## src/hw/wiscPkg.sv

```systemverilog
`default_nettype none

// shared types and constants for the wiscPipe core
package wiscPkg;

    // datapath and instruction width
    localparam int dataWidth = 16;

    // register index width
    localparam int regAddrWidth = 3;

    // eight architectural registers
    localparam int numRegs = 1 << regAddrWidth;

    // opcode field is bits 15:11
    localparam int opcodeWidth = 5;

    // function field of r-type, bits 1:0
    localparam int aluOpWidth = 2;

    // instructions are two bytes apart
    localparam logic [dataWidth-1:0] pcStep = 16'd2;

    // pc after reset
    localparam logic [dataWidth-1:0] resetPc = 16'd0;

    // major opcodes, encodings follow the wisc table
    typedef enum logic [opcodeWidth-1:0] {
        opHalt = 5'b00000,
        opNop  = 5'b00001,
        opJ    = 5'b00100,
        opJr   = 5'b00101,
        opAddi = 5'b01000,
        opBeqz = 5'b01100,
        opBnez = 5'b01101,
        opLbi  = 5'b11000,
        // r-type group, function in bits 1:0
        opAdd  = 5'b11011
    } opcodeT;

    // alu function
    typedef enum logic [aluOpWidth-1:0] {
        aluAdd = 2'b00,
        aluSub = 2'b01,
        aluAnd = 2'b10,
        aluXor = 2'b11
    } aluOpT;

    // operand source in decode
    typedef enum logic [1:0] {
        fwdReg = 2'b00,
        fwdWb  = 2'b01,
        fwdEx  = 2'b10
    } fwdSelT;

    // decode to execute bundle
    typedef struct packed {
        logic                    valid;
        aluOpT                   aluOp;
        logic [dataWidth-1:0]    opA;
        logic [dataWidth-1:0]    opB;
        logic                    writeEn;
        logic [regAddrWidth-1:0] rd;
    } decodedT;

    // execute and writeback bundle
    // valid already means "writes rd"
    typedef struct packed {
        logic                    valid;
        logic [regAddrWidth-1:0] rd;
        logic [dataWidth-1:0]    data;
    } resultT;

endpackage

`default_nettype wire
```

## src/hw/wiscPipe.sv

```systemverilog
`timescale 1ns/1ps
`default_nettype none

// three-stage wisc core
// stage one fetches, decodes and resolves branches in one cycle
module wiscPipe import wiscPkg::*; (
    input  logic                    clk,
    input  logic                    arstN,
    output logic [dataWidth-1:0]    imemAddr,
    input  logic [dataWidth-1:0]    imemData,
    output logic                    wbValid,
    output logic [regAddrWidth-1:0] wbReg,
    output logic [dataWidth-1:0]    wbData,
    output logic                    halted
);

    logic [dataWidth-1:0]    pc;
    logic [dataWidth-1:0]    nextPc;
    logic [regAddrWidth-1:0] rsAddr;
    logic [regAddrWidth-1:0] rtAddr;
    logic [dataWidth-1:0]    rsValue;
    logic [dataWidth-1:0]    rtValue;
    logic [dataWidth-1:0]    rsFwd;
    logic [dataWidth-1:0]    imm;
    fwdSelT                  rsFwdSel;
    opcodeT                  opcode;
    decodedT                 decoded;
    resultT                  exResult;
    resultT                  wbResult;

    // instruction memory is read asynchronously off the pc
    assign imemAddr = pc;

    always_ff @(posedge clk or negedge arstN) begin
        if (!arstN) begin
            pc     <= resetPc;
            halted <= 1'b0;
        end else begin
            // halt already makes nextPc equal pc
            pc     <= nextPc;
            halted <= halted || (opcode == opHalt);
        end
    end

    // rt select is consumed inside decode
    instrDecode instrDecode_i (
        .clk      (clk),
        .arstN    (arstN),
        .instr    (imemData),
        .rsFwd    (rsFwd),
        .rtValue  (rtValue),
        .exData   (exResult.data),
        .wbData   (wbResult.data),
        .exResult (exResult),
        .wbResult (wbResult),
        .halted   (halted),
        .rsAddr   (rsAddr),
        .rtAddr   (rtAddr),
        .rsFwdSel (rsFwdSel),
        .rtFwdSel (),
        .opcode   (opcode),
        .imm      (imm),
        .decoded  (decoded)
    );

    // rs forwarding and next pc
    branchUnit branchUnit_i (
        .fwdSel  (rsFwdSel),
        .rsValue (rsValue),
        .exData  (exResult.data),
        .wbData  (wbResult.data),
        .pc      (pc),
        .imm     (imm),
        .opcode  (opcode),
        .rsFwd   (rsFwd),
        .nextPc  (nextPc)
    );

    regFile regFile_i (
        .clk     (clk),
        .arstN   (arstN),
        .rsAddr  (rsAddr),
        .rtAddr  (rtAddr),
        .wrEn    (wbResult.valid),
        .wrAddr  (wbResult.rd),
        .wrData  (wbResult.data),
        .rsValue (rsValue),
        .rtValue (rtValue)
    );

    aluExecute aluExecute_i (
        .decoded  (decoded),
        .exResult (exResult)
    );

    resultStage resultStage_i (
        .clk      (clk),
        .arstN    (arstN),
        .exResult (exResult),
        .wbResult (wbResult)
    );

    // writeback trace
    assign wbValid = wbResult.valid;
    assign wbReg   = wbResult.rd;
    assign wbData  = wbResult.data;

endmodule

`default_nettype wire

```

## src/hw/resultStage.sv

```systemverilog
`timescale 1ns/1ps
`default_nettype none

// ex/wb register
// single source for regfile write, wb forwarding and trace
module resultStage import wiscPkg::*; (
    input  logic   clk,
    input  logic   arstN,
    input  resultT exResult,
    output resultT wbResult
);

    logic                    validQ;
    logic [regAddrWidth-1:0] rdQ;
    logic [dataWidth-1:0]    dataQ;

    // wb stage valid bit
    always_ff @(posedge clk or negedge arstN) begin
        if (!arstN) begin
            validQ <= 1'b0;
        end else begin
            validQ <= exResult.valid;
        end
    end

    always_ff @(posedge clk) begin
        rdQ   <= exResult.rd;
        dataQ <= exResult.data;
    end

    assign wbResult = '{valid: validQ, rd: rdQ, data: dataQ};

endmodule

`default_nettype wire

```

## src/hw/aluExecute.sv

```systemverilog
`timescale 1ns/1ps
`default_nettype none

// execute stage, purely combinational on the id/ex register
module aluExecute import wiscPkg::*; (
    input  decodedT decoded,
    output resultT  exResult
);

    logic [dataWidth-1:0] aluOut;

    always_comb begin
        case (decoded.aluOp)
            aluAdd:  aluOut = decoded.opA + decoded.opB;
            aluSub:  aluOut = decoded.opA - decoded.opB;
            aluAnd:  aluOut = decoded.opA & decoded.opB;
            aluXor:  aluOut = decoded.opA ^ decoded.opB;
            default: aluOut = '0;
        endcase
    end

    // write enable folds into valid from here on
    always_comb begin
        exResult.valid = decoded.valid && decoded.writeEn;
        exResult.rd    = decoded.rd;
        exResult.data  = aluOut;
    end

endmodule

`default_nettype wire

```

## src/hw/regFile.sv

```systemverilog
`timescale 1ns/1ps
`default_nettype none

// 8 x 16 register file
// two async read ports, one write port, r0 is an ordinary register
module regFile import wiscPkg::*; (
    input  logic                    clk,
    input  logic                    arstN,
    input  logic [regAddrWidth-1:0] rsAddr,
    input  logic [regAddrWidth-1:0] rtAddr,
    input  logic                    wrEn,
    input  logic [regAddrWidth-1:0] wrAddr,
    input  logic [dataWidth-1:0]    wrData,
    output logic [dataWidth-1:0]    rsValue,
    output logic [dataWidth-1:0]    rtValue
);

    logic [dataWidth-1:0] regs [numRegs];

    // all registers read as zero after reset
    always_ff @(posedge clk or negedge arstN) begin
        if (!arstN) begin
            for (int i = 0; i < numRegs; i++) begin
                regs[i] <= '0;
            end
        end else if (wrEn) begin
            regs[wrAddr] <= wrData;
        end
    end

    // no write-through here
    // a same-cycle write is picked up by the wb forward path
    assign rsValue = regs[rsAddr];
    assign rtValue = regs[rtAddr];

endmodule

`default_nettype wire

```

## src/hw/instrDecode.sv

```systemverilog
`timescale 1ns/1ps
`default_nettype none

// field split, control decode, forwarding selects and the id/ex register
module instrDecode import wiscPkg::*; (
    input  logic                    clk,
    input  logic                    arstN,
    input  logic [dataWidth-1:0]    instr,
    input  logic [dataWidth-1:0]    rsFwd,
    input  logic [dataWidth-1:0]    rtValue,
    input  logic [dataWidth-1:0]    exData,
    input  logic [dataWidth-1:0]    wbData,
    input  resultT                  exResult,
    input  resultT                  wbResult,
    input  logic                    halted,
    output logic [regAddrWidth-1:0] rsAddr,
    output logic [regAddrWidth-1:0] rtAddr,
    output fwdSelT                  rsFwdSel,
    output fwdSelT                  rtFwdSel,
    output opcodeT                  opcode,
    output logic [dataWidth-1:0]    imm,
    output decodedT                 decoded
);

    logic [dataWidth-1:0] rtFwd;
    decodedT              decodedNext;

    // ex holds the younger instruction and wins over wb
    function automatic fwdSelT fwdSelect(input logic [regAddrWidth-1:0] addr,
                                         input resultT ex,
                                         input resultT wb);
        fwdSelT sel;
        if (ex.valid && ex.rd == addr) begin
            sel = fwdEx;
        end else if (wb.valid && wb.rd == addr) begin
            sel = fwdWb;
        end else begin
            sel = fwdReg;
        end
        return sel;
    endfunction

    assign opcode = opcodeT'(instr[15:11]);
    assign rsAddr = instr[10:8];
    assign rtAddr = instr[7:5];

    // immediate width depends on format
    always_comb begin
        case (opcode)
            opAddi:                     imm = dataWidth'($signed(instr[4:0]));
            opLbi, opBeqz, opBnez, opJr: imm = dataWidth'($signed(instr[7:0]));
            opJ:                        imm = dataWidth'($signed(instr[10:0]));
            default:                    imm = '0;
        endcase
    end

    assign rsFwdSel = fwdSelect(rsAddr, exResult, wbResult);
    assign rtFwdSel = fwdSelect(rtAddr, exResult, wbResult);

    // rt mux lives here, rs mux sits in the branch unit
    always_comb begin
        case (rtFwdSel)
            fwdEx:   rtFwd = exData;
            fwdWb:   rtFwd = wbData;
            default: rtFwd = rtValue;
        endcase
    end

    always_comb begin
        decodedNext         = '0;
        decodedNext.aluOp   = aluAdd;
        case (opcode)
            opAdd: begin
                decodedNext.aluOp   = aluOpT'(instr[1:0]);
                decodedNext.opA     = rsFwd;
                decodedNext.opB     = rtFwd;
                decodedNext.writeEn = 1'b1;
                decodedNext.rd      = instr[4:2];
            end
            opAddi: begin
                decodedNext.opA     = rsFwd;
                decodedNext.opB     = imm;
                decodedNext.writeEn = 1'b1;
                decodedNext.rd      = instr[7:5];
            end
            // lbi is 0 + imm into rs
            opLbi: begin
                decodedNext.opB     = imm;
                decodedNext.writeEn = 1'b1;
                decodedNext.rd      = instr[10:8];
            end
            default: ;
        endcase
        // bubbles once halted
        decodedNext.valid = decodedNext.writeEn && !halted;
    end

    always_ff @(posedge clk or negedge arstN) begin
        if (!arstN) begin
            decoded <= '0;
        end else begin
            decoded <= decodedNext;
        end
    end

endmodule

`default_nettype wire

```

## src/hw/branchUnit.sv

```systemverilog
`timescale 1ns/1ps
`default_nettype none

// stage one next-pc logic
// branches resolve here on the forwarded rs, so nothing is flushed
module branchUnit import wiscPkg::*; (
    input  fwdSelT               fwdSel,
    input  logic [dataWidth-1:0] rsValue,
    input  logic [dataWidth-1:0] exData,
    input  logic [dataWidth-1:0] wbData,
    input  logic [dataWidth-1:0] pc,
    input  logic [dataWidth-1:0] imm,
    input  opcodeT               opcode,
    output logic [dataWidth-1:0] rsFwd,
    output logic [dataWidth-1:0] nextPc
);

    logic [dataWidth-1:0] pcInc;
    logic [dataWidth-1:0] pcImm;
    logic [dataWidth-1:0] rsImm;
    logic                 rsZero;
    logic                 takeBranch;

    // rs source, newest producer wins in decode
    always_comb begin
        case (fwdSel)
            fwdEx:   rsFwd = exData;
            fwdWb:   rsFwd = wbData;
            default: rsFwd = rsValue;
        endcase
    end

    // sequential and pc-relative targets
    assign pcInc = pc + pcStep;
    assign pcImm = pcInc + imm;

    // jr target is register based
    assign rsImm = rsFwd + imm;

    // zero test shared by beqz and bnez
    assign rsZero = (rsFwd == '0);

    always_comb begin
        case (opcode)
            opBeqz:  takeBranch = rsZero;
            opBnez:  takeBranch = !rsZero;
            default: takeBranch = 1'b0;
        endcase
    end

    always_comb begin
        case (opcode)
            // halt spins on its own address
            opHalt:        nextPc = pc;
            opJ:           nextPc = pcImm;
            opJr:          nextPc = rsImm;
            opBeqz, opBnez: nextPc = takeBranch ? pcImm : pcInc;
            default:       nextPc = pcInc;
        endcase
    end

endmodule

`default_nettype wire

```

## config.mk

```make
export PLATFORM = sky130hd
export DESIGN_NAME = wiscPipe
export DESIGN_NICKNAME = d
export VERILOG_FILES = /design/src/hw/wiscPkg.sv /design/src/hw/wiscPipe.sv /design/src/hw/resultStage.sv /design/src/hw/aluExecute.sv /design/src/hw/regFile.sv /design/src/hw/instrDecode.sv /design/src/hw/branchUnit.sv
export SDC_FILE = /design/constraint.sdc
export NUM_CORES = 1
export LEC_CHECK = 0
export ABC_AREA = 1
export BUFFER_PORTS_ARGS = -buffer_cell sky130_fd_sc_hd__buf_2
export CORE_MARGIN = 3
export CORE_UTILIZATION = 30
export DETAILED_ROUTE_END_ITERATION = 7
export PLACE_DENSITY = 0.44
export SYNTH_ARGS = -nofsm -noshare
export SYNTH_HDL_FRONTEND = slang
export SYNTH_HIERARCHICAL = 1
export SYNTH_SLANG_ARGS = --single-unit
```

## constraint.sdc

```tcl
create_clock -name clk -period 7.35 [get_ports clk]
set_clock_uncertainty 0.15 [all_clocks]
set_input_delay 2.205 -clock clk [delete_from_list [all_inputs] [get_ports clk]]
set_output_delay 2.205 -clock clk [all_outputs]
set_load 0.05 [all_outputs]
```

**Word-level counts from Yosys, hierarchy flattened**

Index checks and enable logic that the tools add are counted.

- Add/sub/neg operators: 5
- Order comparisons: 4
- Equality and inequality tests: 18
- Muxes and demuxes: 23
- Bitwise gates (word level): 5
- Reductions and logical operators: 16

Operators with widths:

| cell | count |
|---|---|
| bitwise mux 128 bit | 1 |
| case mux 16 bit (4 select lines) | 2 |
| 2-to-1 mux 16 bit | 7 |
| binary-select mux 16 bit (select 3 bit) | 2 |
| case mux 16 bit (2 select lines) | 2 |
| case mux 20 bit (3 select lines) | 1 |
| adder 16 bit | 3 |
| demux 16 bit (select 3 bit) | 1 |
| case mux 16 bit (3 select lines) | 1 |
| adder 16 x 2 -> 16 bit (second input constant) | 1 |
| AND 16 bit | 1 |
| zero test 16 bit | 1 |
| subtractor 16 bit | 1 |
| XOR 16 bit | 1 |
| equality test 5 x 4 -> 1 bit (second input constant) | 3 |
| equality test 3 bit | 4 |
| >= comparator 4 bit (second input constant) | 3 |
| inverter 3 -> 4 bit | 3 |
| equality test 5 x 3 -> 1 bit (second input constant) | 2 |
| equality test 5 bit (second input constant) | 2 |
| equality test 2 bit (second input constant) | 4 |
| logical AND 1 bit | 7 |
| equality test 2 x 1 -> 1 bit (second input constant) | 3 |
| 2-to-1 mux 2 bit | 3 |
| 9 further kinds | 12 |

- Bits in registers: 204
- Input bits: 18
- Output and inout bits: 37
- Logic and storage cells: 90

**Longest topological paths before layout**

Gate-level depths: netlist of run 1.

- Depth after elaboration: 11
- Mapped depth: 33
- Depth with buffers taken out: 33

**By module**

The synthesis of run 1 kept the hierarchy.

Modules (own cells, without submodules):

| module | instances | cells an instance | area each (um^2) | seq. area each (um^2) |
|---|---|---|---|---|
| regFile | 1 | 1,165 | 7,492.2 | 3,203.1 |
| branchUnit | 1 | 588 | 3,273.1 | 0.0 |
| instrDecode | 1 | 317 | 2,368.5 | 975.9 |
| aluExecute | 1 | 303 | 1,709.1 | 0.0 |
| wiscPipe | 1 | 23 | 449.2 | 425.4 |
| resultStage | 1 | 21 | 412.9 | 405.4 |

**Worst setup path after synthesis of run 1**

No wires, ideal clock.

- Kind: input -> register
- Start: in imemData[8]
- End: reg pc[6], in the netlist imemAddr[6]
- Setup time: 124 ps
- Arrival time: 4,823 ps
- Required time: 7,076 ps
- Slack: 2,254 ps
- Cell stages on the path: 22
- Path buffers: 1
- Cells stage by stage: inv_1 o21ai_0 a21oi_1 o2111ai_1 nor2_1 inv_1 ha_1 inv_2 buf_2 nand3_1 nand2_1 inv_1 ha_1 fa_1 nand3_1 nand2_1 inv_1 o21ai_0 o21ai_0 nand2_1 a21oi_2 o21ai_2

- Longest elaborated chain between the ends: 11
- Elaborated cells between the ends (all ways): 19
- Those cells by class: add/sub: 1; eq/ne: 4; mux: 9; bitwise: 1; reduce/logical: 4

RTL lines:

| what | RTL line | RTL |
|---|---|---|
| start, declared | wiscPipe.sv:10 | `input logic [dataWidth-1:0] imemData,` |
| equality test 3 bit | instrDecode.sv:35 | `end else if (wb.valid && wb.rd == addr) begin` |
| logical AND 1 bit | instrDecode.sv:35 |  |
| 2-to-1 mux 1 bit | instrDecode.sv:35 |  |
| 2-to-1 mux 2 bit (*) | instrDecode.sv:33 | `if (ex.valid && ex.rd == addr) begin` |
| net rsFwdSel[0] | wiscPipe.sv:25 | `fwdSelT rsFwdSel;` |
| equality test 2 x 1 -> 1 bit / equality test 2 bit (equally long branches) | branchUnit.sv:26 | `case (fwdSel)` |
| case mux 16 bit (2 select lines) (*) | branchUnit.sv:26 |  |
| net rsFwd[0] | wiscPipe.sv:23 | `logic [dataWidth-1:0] rsFwd;` |
| branches (longest 4 deep; another with adder 16 bit) | n/a |  |
| case mux 16 bit (4 select lines) (*) | branchUnit.sv:52 | `case (opcode)` |
| net nextPc[6] | wiscPipe.sv:18 | `logic [dataWidth-1:0] nextPc;` |
| end signal, assigned | wiscPipe.sv:36 | `pc <= resetPc;` |
| end signal, assigned | wiscPipe.sv:40 | `pc <= nextPc;` |
| end, declared | wiscPipe.sv:17 | `logic [dataWidth-1:0] pc;` |

Mark *: on every way through the listed nets, which the timed path passes. The select of a mux whose other input is x is not followed.
A chain may end at the register's enable or synchronous reset.

**Worst setup path in the final report of run 1**

- Start: in imemData[8]
- End: reg pc[14], in the netlist imemAddr[14]

- Elaborated cells between the ends (all ways): 21
- Those cells by class: add/sub: 2; eq/ne: 4; mux: 10; bitwise: 1; reduce/logical: 4

RTL lines:

| what | RTL line |
|---|---|
| equality test 3 bit (*) | instrDecode.sv:33 |
| logical AND 1 bit (*) | instrDecode.sv:33 |
| 2-to-1 mux 2 bit (*) | instrDecode.sv:33 |
| net rsFwdSel[1] | wiscPipe.sv:25 |
| equality test 2 x 1 -> 1 bit / equality test 2 bit (equally long branches) | branchUnit.sv:26 |
| case mux 16 bit (2 select lines) (*) | branchUnit.sv:26 |
| net rsFwd[0] | wiscPipe.sv:23 |
| branches (longest 4 deep; another with adder 16 bit) | n/a |
| case mux 16 bit (4 select lines) (*) | branchUnit.sv:52 |
| net nextPc[14] | wiscPipe.sv:18 |

Marks and branches as above.

==> metrics.cfg, run 1 <==
[run_status]
outcome = complete, no violations

[cts]
insertion_delay_ps = 580
ctsHoldBuffers = 0
clockBufferDepth = 3
post_cts_resize_count = 0
cts_tree = built
cts_sinks = 204
cts_setup_buffers = 0
cts_max_level = 1
cts.clk_slew.worst_paths_ps = 60
cts_inserted_buffers = 27
cts_root_buffer = clkbuf_16

[yosys]
ys_warn_count = 6
synth_compound_area_frac = 0.1044
yosysSeqAreaShare = 0.3190
syn_area_mm2 = 0.01571
avgSynthCellArea_um2 = 6.498
syn-num-nets = 2508
ys_ff_latch = 204
synth_top_family_by_area = simple AND/OR/NAND/NOR gates
synth-simple-area-share = 0.3691
synth_cell_types = 55
synth_xor_xnor_area_share = 0.02286
ys.flop_type = dfrtp_1
synthMuxAreaShare = 0
synthCells = 2417
synth_fa_ha_area_frac = 0.05959
async_flop_share = 0.9069
synth-edff-count = 0

[die]
core_area_mm2 = 0.05151
num_io_pins = 55
die_y_um = 234.8
fp.dieArea_mm2 = 0.05513
dieWidth_um = 234.8
start_util = 0.3049
fp-row-count = 83

[setup_path]
slowest_delay_ps = 550
cp-end-kind = register
cpMostUsedCell = nand2_1
crit_type = primary input to register
crit_fanout = 16
startpoint_type = primary input
path_delay_family = simple AND/OR/NAND/NOR gates
cp.arrival_ps = 5630
cp.buffers_inverters = 5
critPathSlowestCell = ha_1
cp.required_ps = 7640
worstPathCellList = buf_2, inv_1, nand2_1, nand3_1, nor3_1, nor2_1, inv_1, ha_1, nand2_1, nand3_1, nand2_1, inv_1, ha_1, fa_1, nand3_1, nand2_1, inv_1, o21ai_0, nand3b_1, nand2_1, nand2_1, nand3_1, nand4_1

[sta]
period_minus_slack_ps = 5334
fin_crit_sh = 0.7257
tns_ps = 0
slew_headroom = 0.4224
finalMaxSlewViolations = 0
hold_viol_final = 0
finalSetupViolCount = 0
rsz0062_at_grt = false
fmax_mhz = 187.5
tightest_slew_ps = 866.5

[worst_hold_path]
hold_class = register to register

[power]
p_per_area_mw_per_mm2 = 217.5
vdd_drop_max_mv = 0.1571
p_total_mw = 3.759
p_leak_nw = 9.432

[layout]
diodes = 0
layout.filler_cells = 5827
multi_input_area_mm2 = 0.008736
drive_gt1_frac = 0.08258
fin_nets = 2504
final-seq-area_mm2 = 0.005010
syn2layout_area_growth_pct = 10.04

[global_route]
grt_max_degree = 130
grt_pass1_vias = 14750
track_usage = 0.1958
grt_pass1_wl_mm = 86.40
grt_overflow = 0
antenna_found_initial = 1

[route]
vias_per_cell = 4.827
wl_per_cell_um = 17.57
drtAntennaViolNets = 0
drc_errors = 0
dr.pass1.iters = 5
wirelength_mm = 54.70
drt_iter0_drc = 1139
vias = 15030

[place]
routabilityCongestion = 0.8270
hpwl_mm = 38.81
port_buffers = 54

[run]
maxCapViolCount = 0

==> synthesized netlist by cell type (4+ instances only) <==
master,n,area (um^2)
xor2_1,25,219.0
or2_0,10,62.56
clkbuf_2,4,20.02
a21oi_1,60,300.3
o21bai_1,9,67.56
dfrtp_1,185,4629
buf_6,11,123.9
inv_2,12,45.04
ha_1,70,875.8
o21ai_1,14,70.07
o21ai_0,168,840.8
nand2_2,13,81.33
a21oi_2,9,78.83
buf_4,20,150.1
clkbuf_1,21,78.83
nor2_1,88,330.3
nand2_1,911,3420
buf_2,51,255.2
a22o_1,6,52.55
nand3_1,247,1236
nand2_4,9,101.4
xnor2_1,16,140.1
nand4_1,13,81.33
dfxtp_1,19,380.4
nor2_4,5,56.30
nor2_2,8,50.05
nor3_1,9,45.04
inv_1,336,1261
nand3b_1,19,142.6
o21ai_2,7,61.31
==> cell usage in the layout (no fill, tap or decap), types with 19 or more instances in the layout <==
cell type	synthesis	final
dfxtp_1	19	19
nor2_1	88	88
a21oi_1	60	60
buf_4	20	21
buf_2	51	53
clkbuf_16	0	27
dfrtp_1	185	185
nand3_1	247	246
ha_1	70	70
o21ai_0	168	168
xor2_1	25	25
inv_1	336	336
nand2_1	911	911
nand3b_1	19	19
==> path summary, 6_finish.rpt <==
check | from | slack (ps) | cells after the start | endpoint
max in group asynchronous | arstN | 4420 | 2 | instrDecode_i/decoded[25]
min in group asynchronous | arstN | 1480 | 1 | regFile_i/regs[69]
worst min-delay path | instrDecode_i/decoded[1] | 250 | 0 | resultStage_i/rdQ[1]
worst max-delay path | imemData[8] | 2020 | 23 | imemAddr[14]
worst min register to register | instrDecode_i/decoded[1] | 250 | 0 | resultStage_i/rdQ[1]
worst max register to register | instrDecode_i/decoded[4] | 2510 | 27 | imemAddr[8]
==> state kept, by name, summed over array words and instances (netlist names) <==
| register | cells |
|---|---|
| regFile_i/regs | 128 |
| halted | 1 |
| instrDecode_i/decoded | 39 |
| resultStage_i/rdQ | 3 |
| imemAddr | 16 |
| resultStage_i/validQ | 1 |
| resultStage_i/dataQ | 16 |
==> layout make-up <==
type | instances | area share
sequential | 204 | 0.2899
clock inverter | 11 | 0.008036
inverter | 351 | 0.07689
clock buffer | 39 | 0.04402
tap | 680 | 0.04923
multi-input combinational | 1753 | 0.5055
timing repair buffer | 76 | 0.02643
==> per-stage QoR <==
step | setup WS (ps) | area, um^2 | hold WS, ps | utilization | std cells
after floorplan | 2254 | 15710 | 280.7 | - | 2417
after global placement | 1540 | 16380 | 236.7 | 0.3180 | 3064
after detailed placement | 1484 | 16380 | 237.1 | 0.3180 | 3064
after CTS | 2097 | 17280 | 253.1 | 0.3355 | 3114
after global routing | 1617 | 17280 | 263.3 | 0.3355 | 3114
final | 2016 | 17280 | 252.1 | 0.3355 | 3114
==> worst reg2reg max path, cell delays in order, from the launching register on <==
cell     delay [ps]
dfrtp_1         420
inv_1           120
ha_1            230
nand4_2         180
nor3_2          210
nand2_1          80
nand2_1          80
xnor2_1         110
inv_1            50
ha_1            330
a21oi_1         330
nand2_1         130
a21oi_1         150
nand2_1          80
nand3_1          60
nand2_1         100
nand2_1          80
nand2_1         150
nand2_1         100
nand3_1         170
nand2_8         140
nand2_2          70
nor2_4          120
nand2_4         110
o21ai_4         240
nand3_2         390
a21oi_2         290
o21ai_2          60
==> metal layers <==
layer | share of wire | up-vias | track usage
met2 | 0.44 | 305 | 0.3109
met4 | 0.019 | 2 | 0.03691
met1 | 0.51 | 7112 | 0.2887
met3 | 0.039 | 58 | 0.02124
li1 | - | 7554 | -
met5 | 0.00013 | - | 0
==> logic make-up after synthesis <==
group	Yosys count
flip-flops	204
buffers and inverters	460
AND/OR/NAND/NOR	1349
XOR/XNOR	41
adder cells (fa/ha/maj)	73
AO/OA/AOI/OAI	290
==> power breakdown <==
part	internal (mW)	total (mW)	switching [mW]
sequential	1.18	1.31	0.132
clock	0.821	1.37	0.545
combinational	0.290	1.08	0.789
No activity file was read; power rests on OpenSTA's default activity.
==> run 2: changes to the inputs <==
clock period = 5.3 ns   (was 7.35 ns; I/O delays follow)
==> run 2 against run 1 <==
Net effect:
- global-route usage is essentially flat
- sequential cell count unchanged
- die area unchanged
- largest power group unchanged
- highest routed layer is now met4
==> metrics.cfg, run 2 (synthesis gave the netlist of run 1 again) <==
[layout]
largest_register_ffs = 128
layout.filler_cells = 5701
regMostFlops = regFile_i/regs
final_common_cell = nand2_1
syn2layout_area_growth_pct = 11.24
final_core_util = 0.3392
layout_common_cells = nand2_1, inv_1, nand3_1
fin_nets = 2517
reg.largest.list = regFile_i/regs: 128 flops, instrDecode_i/decoded: 39 flops
drive_gt1_frac = 0.08872
diodes = 0

[sta]
period_minus_slack_ps = 4689
tns_ps = 0
hold_viol_final = 0
fmax_mhz = 213.3
tightest_slew_ps = 914.6
fin_crit_sh = 0.8848
finalSetupViolCount = 0
rsz0062_at_grt = false
slew_headroom = 0.3838
finalMaxSlewViolations = 0

[setup_path]
cp-end-kind = register
startpoint_type = register
r2r_cells = 25
crit_fanout = 12
cp.arrival_ps = 4970
crit_type = register to register
cp.required_ps = 5580

[die]
start_util = 0.3049
die_y_um = 234.8
fp.dieArea_mm2 = 0.05513
core_area_mm2 = 0.05151
dieWidth_um = 234.8
fp-row-count = 83
num_io_pins = 55

[worst_hold_path]
whs_path_depth = 0
hold_class = register to register

[place]
routabilityCongestion = 0.8823
hpwl_mm = 39.11
port_buffers = 54

[route]
wl_per_cell_um = 17.49
drtAntennaViolNets = 0
vias = 15000
drc_errors = 0
vias_per_cell = 4.799
wirelength_mm = 54.67
drt_iter0_drc = 1018
dr.pass1.iters = 5

[global_route]
grt_pass1_vias = 15200
grt_max_degree = 95
grt_pass1_wl_mm = 87.08
track_usage = 0.1960
grt_overflow = 0
antenna_found_initial = 0

[power]
p_switching_mw = 2.047
p_per_area_mw_per_mm2 = 300.5
pwr-share-comb = 0.289
vdd_drop_max_mv = 0.2381
power_frac_clock = 0.365
pwr-share-seq = 0.346
p_leak_nw = 9.535
sw_frac_of_total = 0.3899
intPower_mw = 3.203

[cts]
insertion_delay_ps = 560
cts_inserted_buffers = 27
cts_root_buffer = clkbuf_16
cts_tree = built
clockBufferDepth = 3
cts.clk_slew.worst_paths_ps = 60
cts_sinks = 204
cts_max_level = 1
ctsHoldBuffers = 0

[run_status]
outcome = complete, no violations

[run]
maxCapViolCount = 0

[run 2: layout make-up]
cell class | count | area, um^2 | area share
multi-input combinational | 1753 | 8743 | 0.5005
timing repair buffer | 89 | 616.8 | 0.03531
tap | 680 | 850.8 | 0.04870
clock inverter | 10 | 108.9 | 0.006231
clock buffer | 39 | 812.0 | 0.04648
inverter | 351 | 1329 | 0.07606
sequential | 204 | 5010 | 0.2868
[run 2: worst paths after layout]
check	start	endpoint	slack, ps
worst min-delay path	instrDecode_i/decoded[0]	resultStage_i/rdQ[0]	260
max in group asynchronous	arstN	regFile_i/regs[82]	3220
worst max-delay path	instrDecode_i/decoded[37]	imemAddr[15]	610
worst max register to register	instrDecode_i/decoded[37]	imemAddr[15]	610
worst min register to register	instrDecode_i/decoded[0]	resultStage_i/rdQ[0]	260
min in group asynchronous	arstN	regFile_i/regs[92]	830
[run 2: critical path: stages (launching register included)]
cell and delay, ps:
dfrtp_1 390, inv_2 280, nand2_4 160, inv_2 190, o21ai_0 180, fa_1 480
nand3_1 90, nand2_1 170, nand2_1 100, nand2_1 110, o21ai_0 180, nand3_1 270
nand2_1 130, nand3_1 80, nand2_1 90, inv_1 60, ha_1 370, nand2_1 110
o21ai_0 260, nand2_1 80, nand3_1 120, nand2_1 80, inv_1 60, o21bai_1 50
nand3_1 180, nand4_1 120
[run 2: metal layers]
metal  routed length (um)  share of wire  vias up  GRT usage
met1                28280           0.52     7065     0.2915
met2                23390           0.43      309     0.3078
li1                     -              -     7574          -
met5                    0              0        -          0
met3                 2073          0.038       53    0.02054
met4                  920          0.017        0    0.03877
[run 2: through the flow]
stage,hold slack [ps],worst slack [ps],area [um^2],cells,total power [mW]
after detailed placement,242.9,137.0,16540,3077,3.365
after global routing,272.3,38.73,17470,3126,5.540
after global placement,263.0,193.9,16540,3077,3.367
after floorplan,280.7,818.6,15710,2417,2.839
final,263.6,610.7,17470,3126,5.250
after CTS,263.4,483.3,17460,3126,5.309
[run 2: what timing repair did]
action	4_1_cts	5_1_grt
buffers inserted	0	0
setup endpoints to repair	0	2
resized for setup	0	1
[run 2: power groups by stage]
| stage | Clock [mW] | Combinational [mW] | Sequential [mW] |
|---|---|---|---|
| 6_report | 1.91 | 1.52 | 1.82 |
| 3_5_place_dp | 0 | 1.52 | 1.85 |
| 4_1_cts | 1.97 | 1.52 | 1.82 |
| 3_3_place_gp | 0 | 1.52 | 1.85 |
| 2_1_floorplan | 0 | 0.810 | 2.03 |
| 5_1_grt | 2.03 | 1.68 | 1.83 |
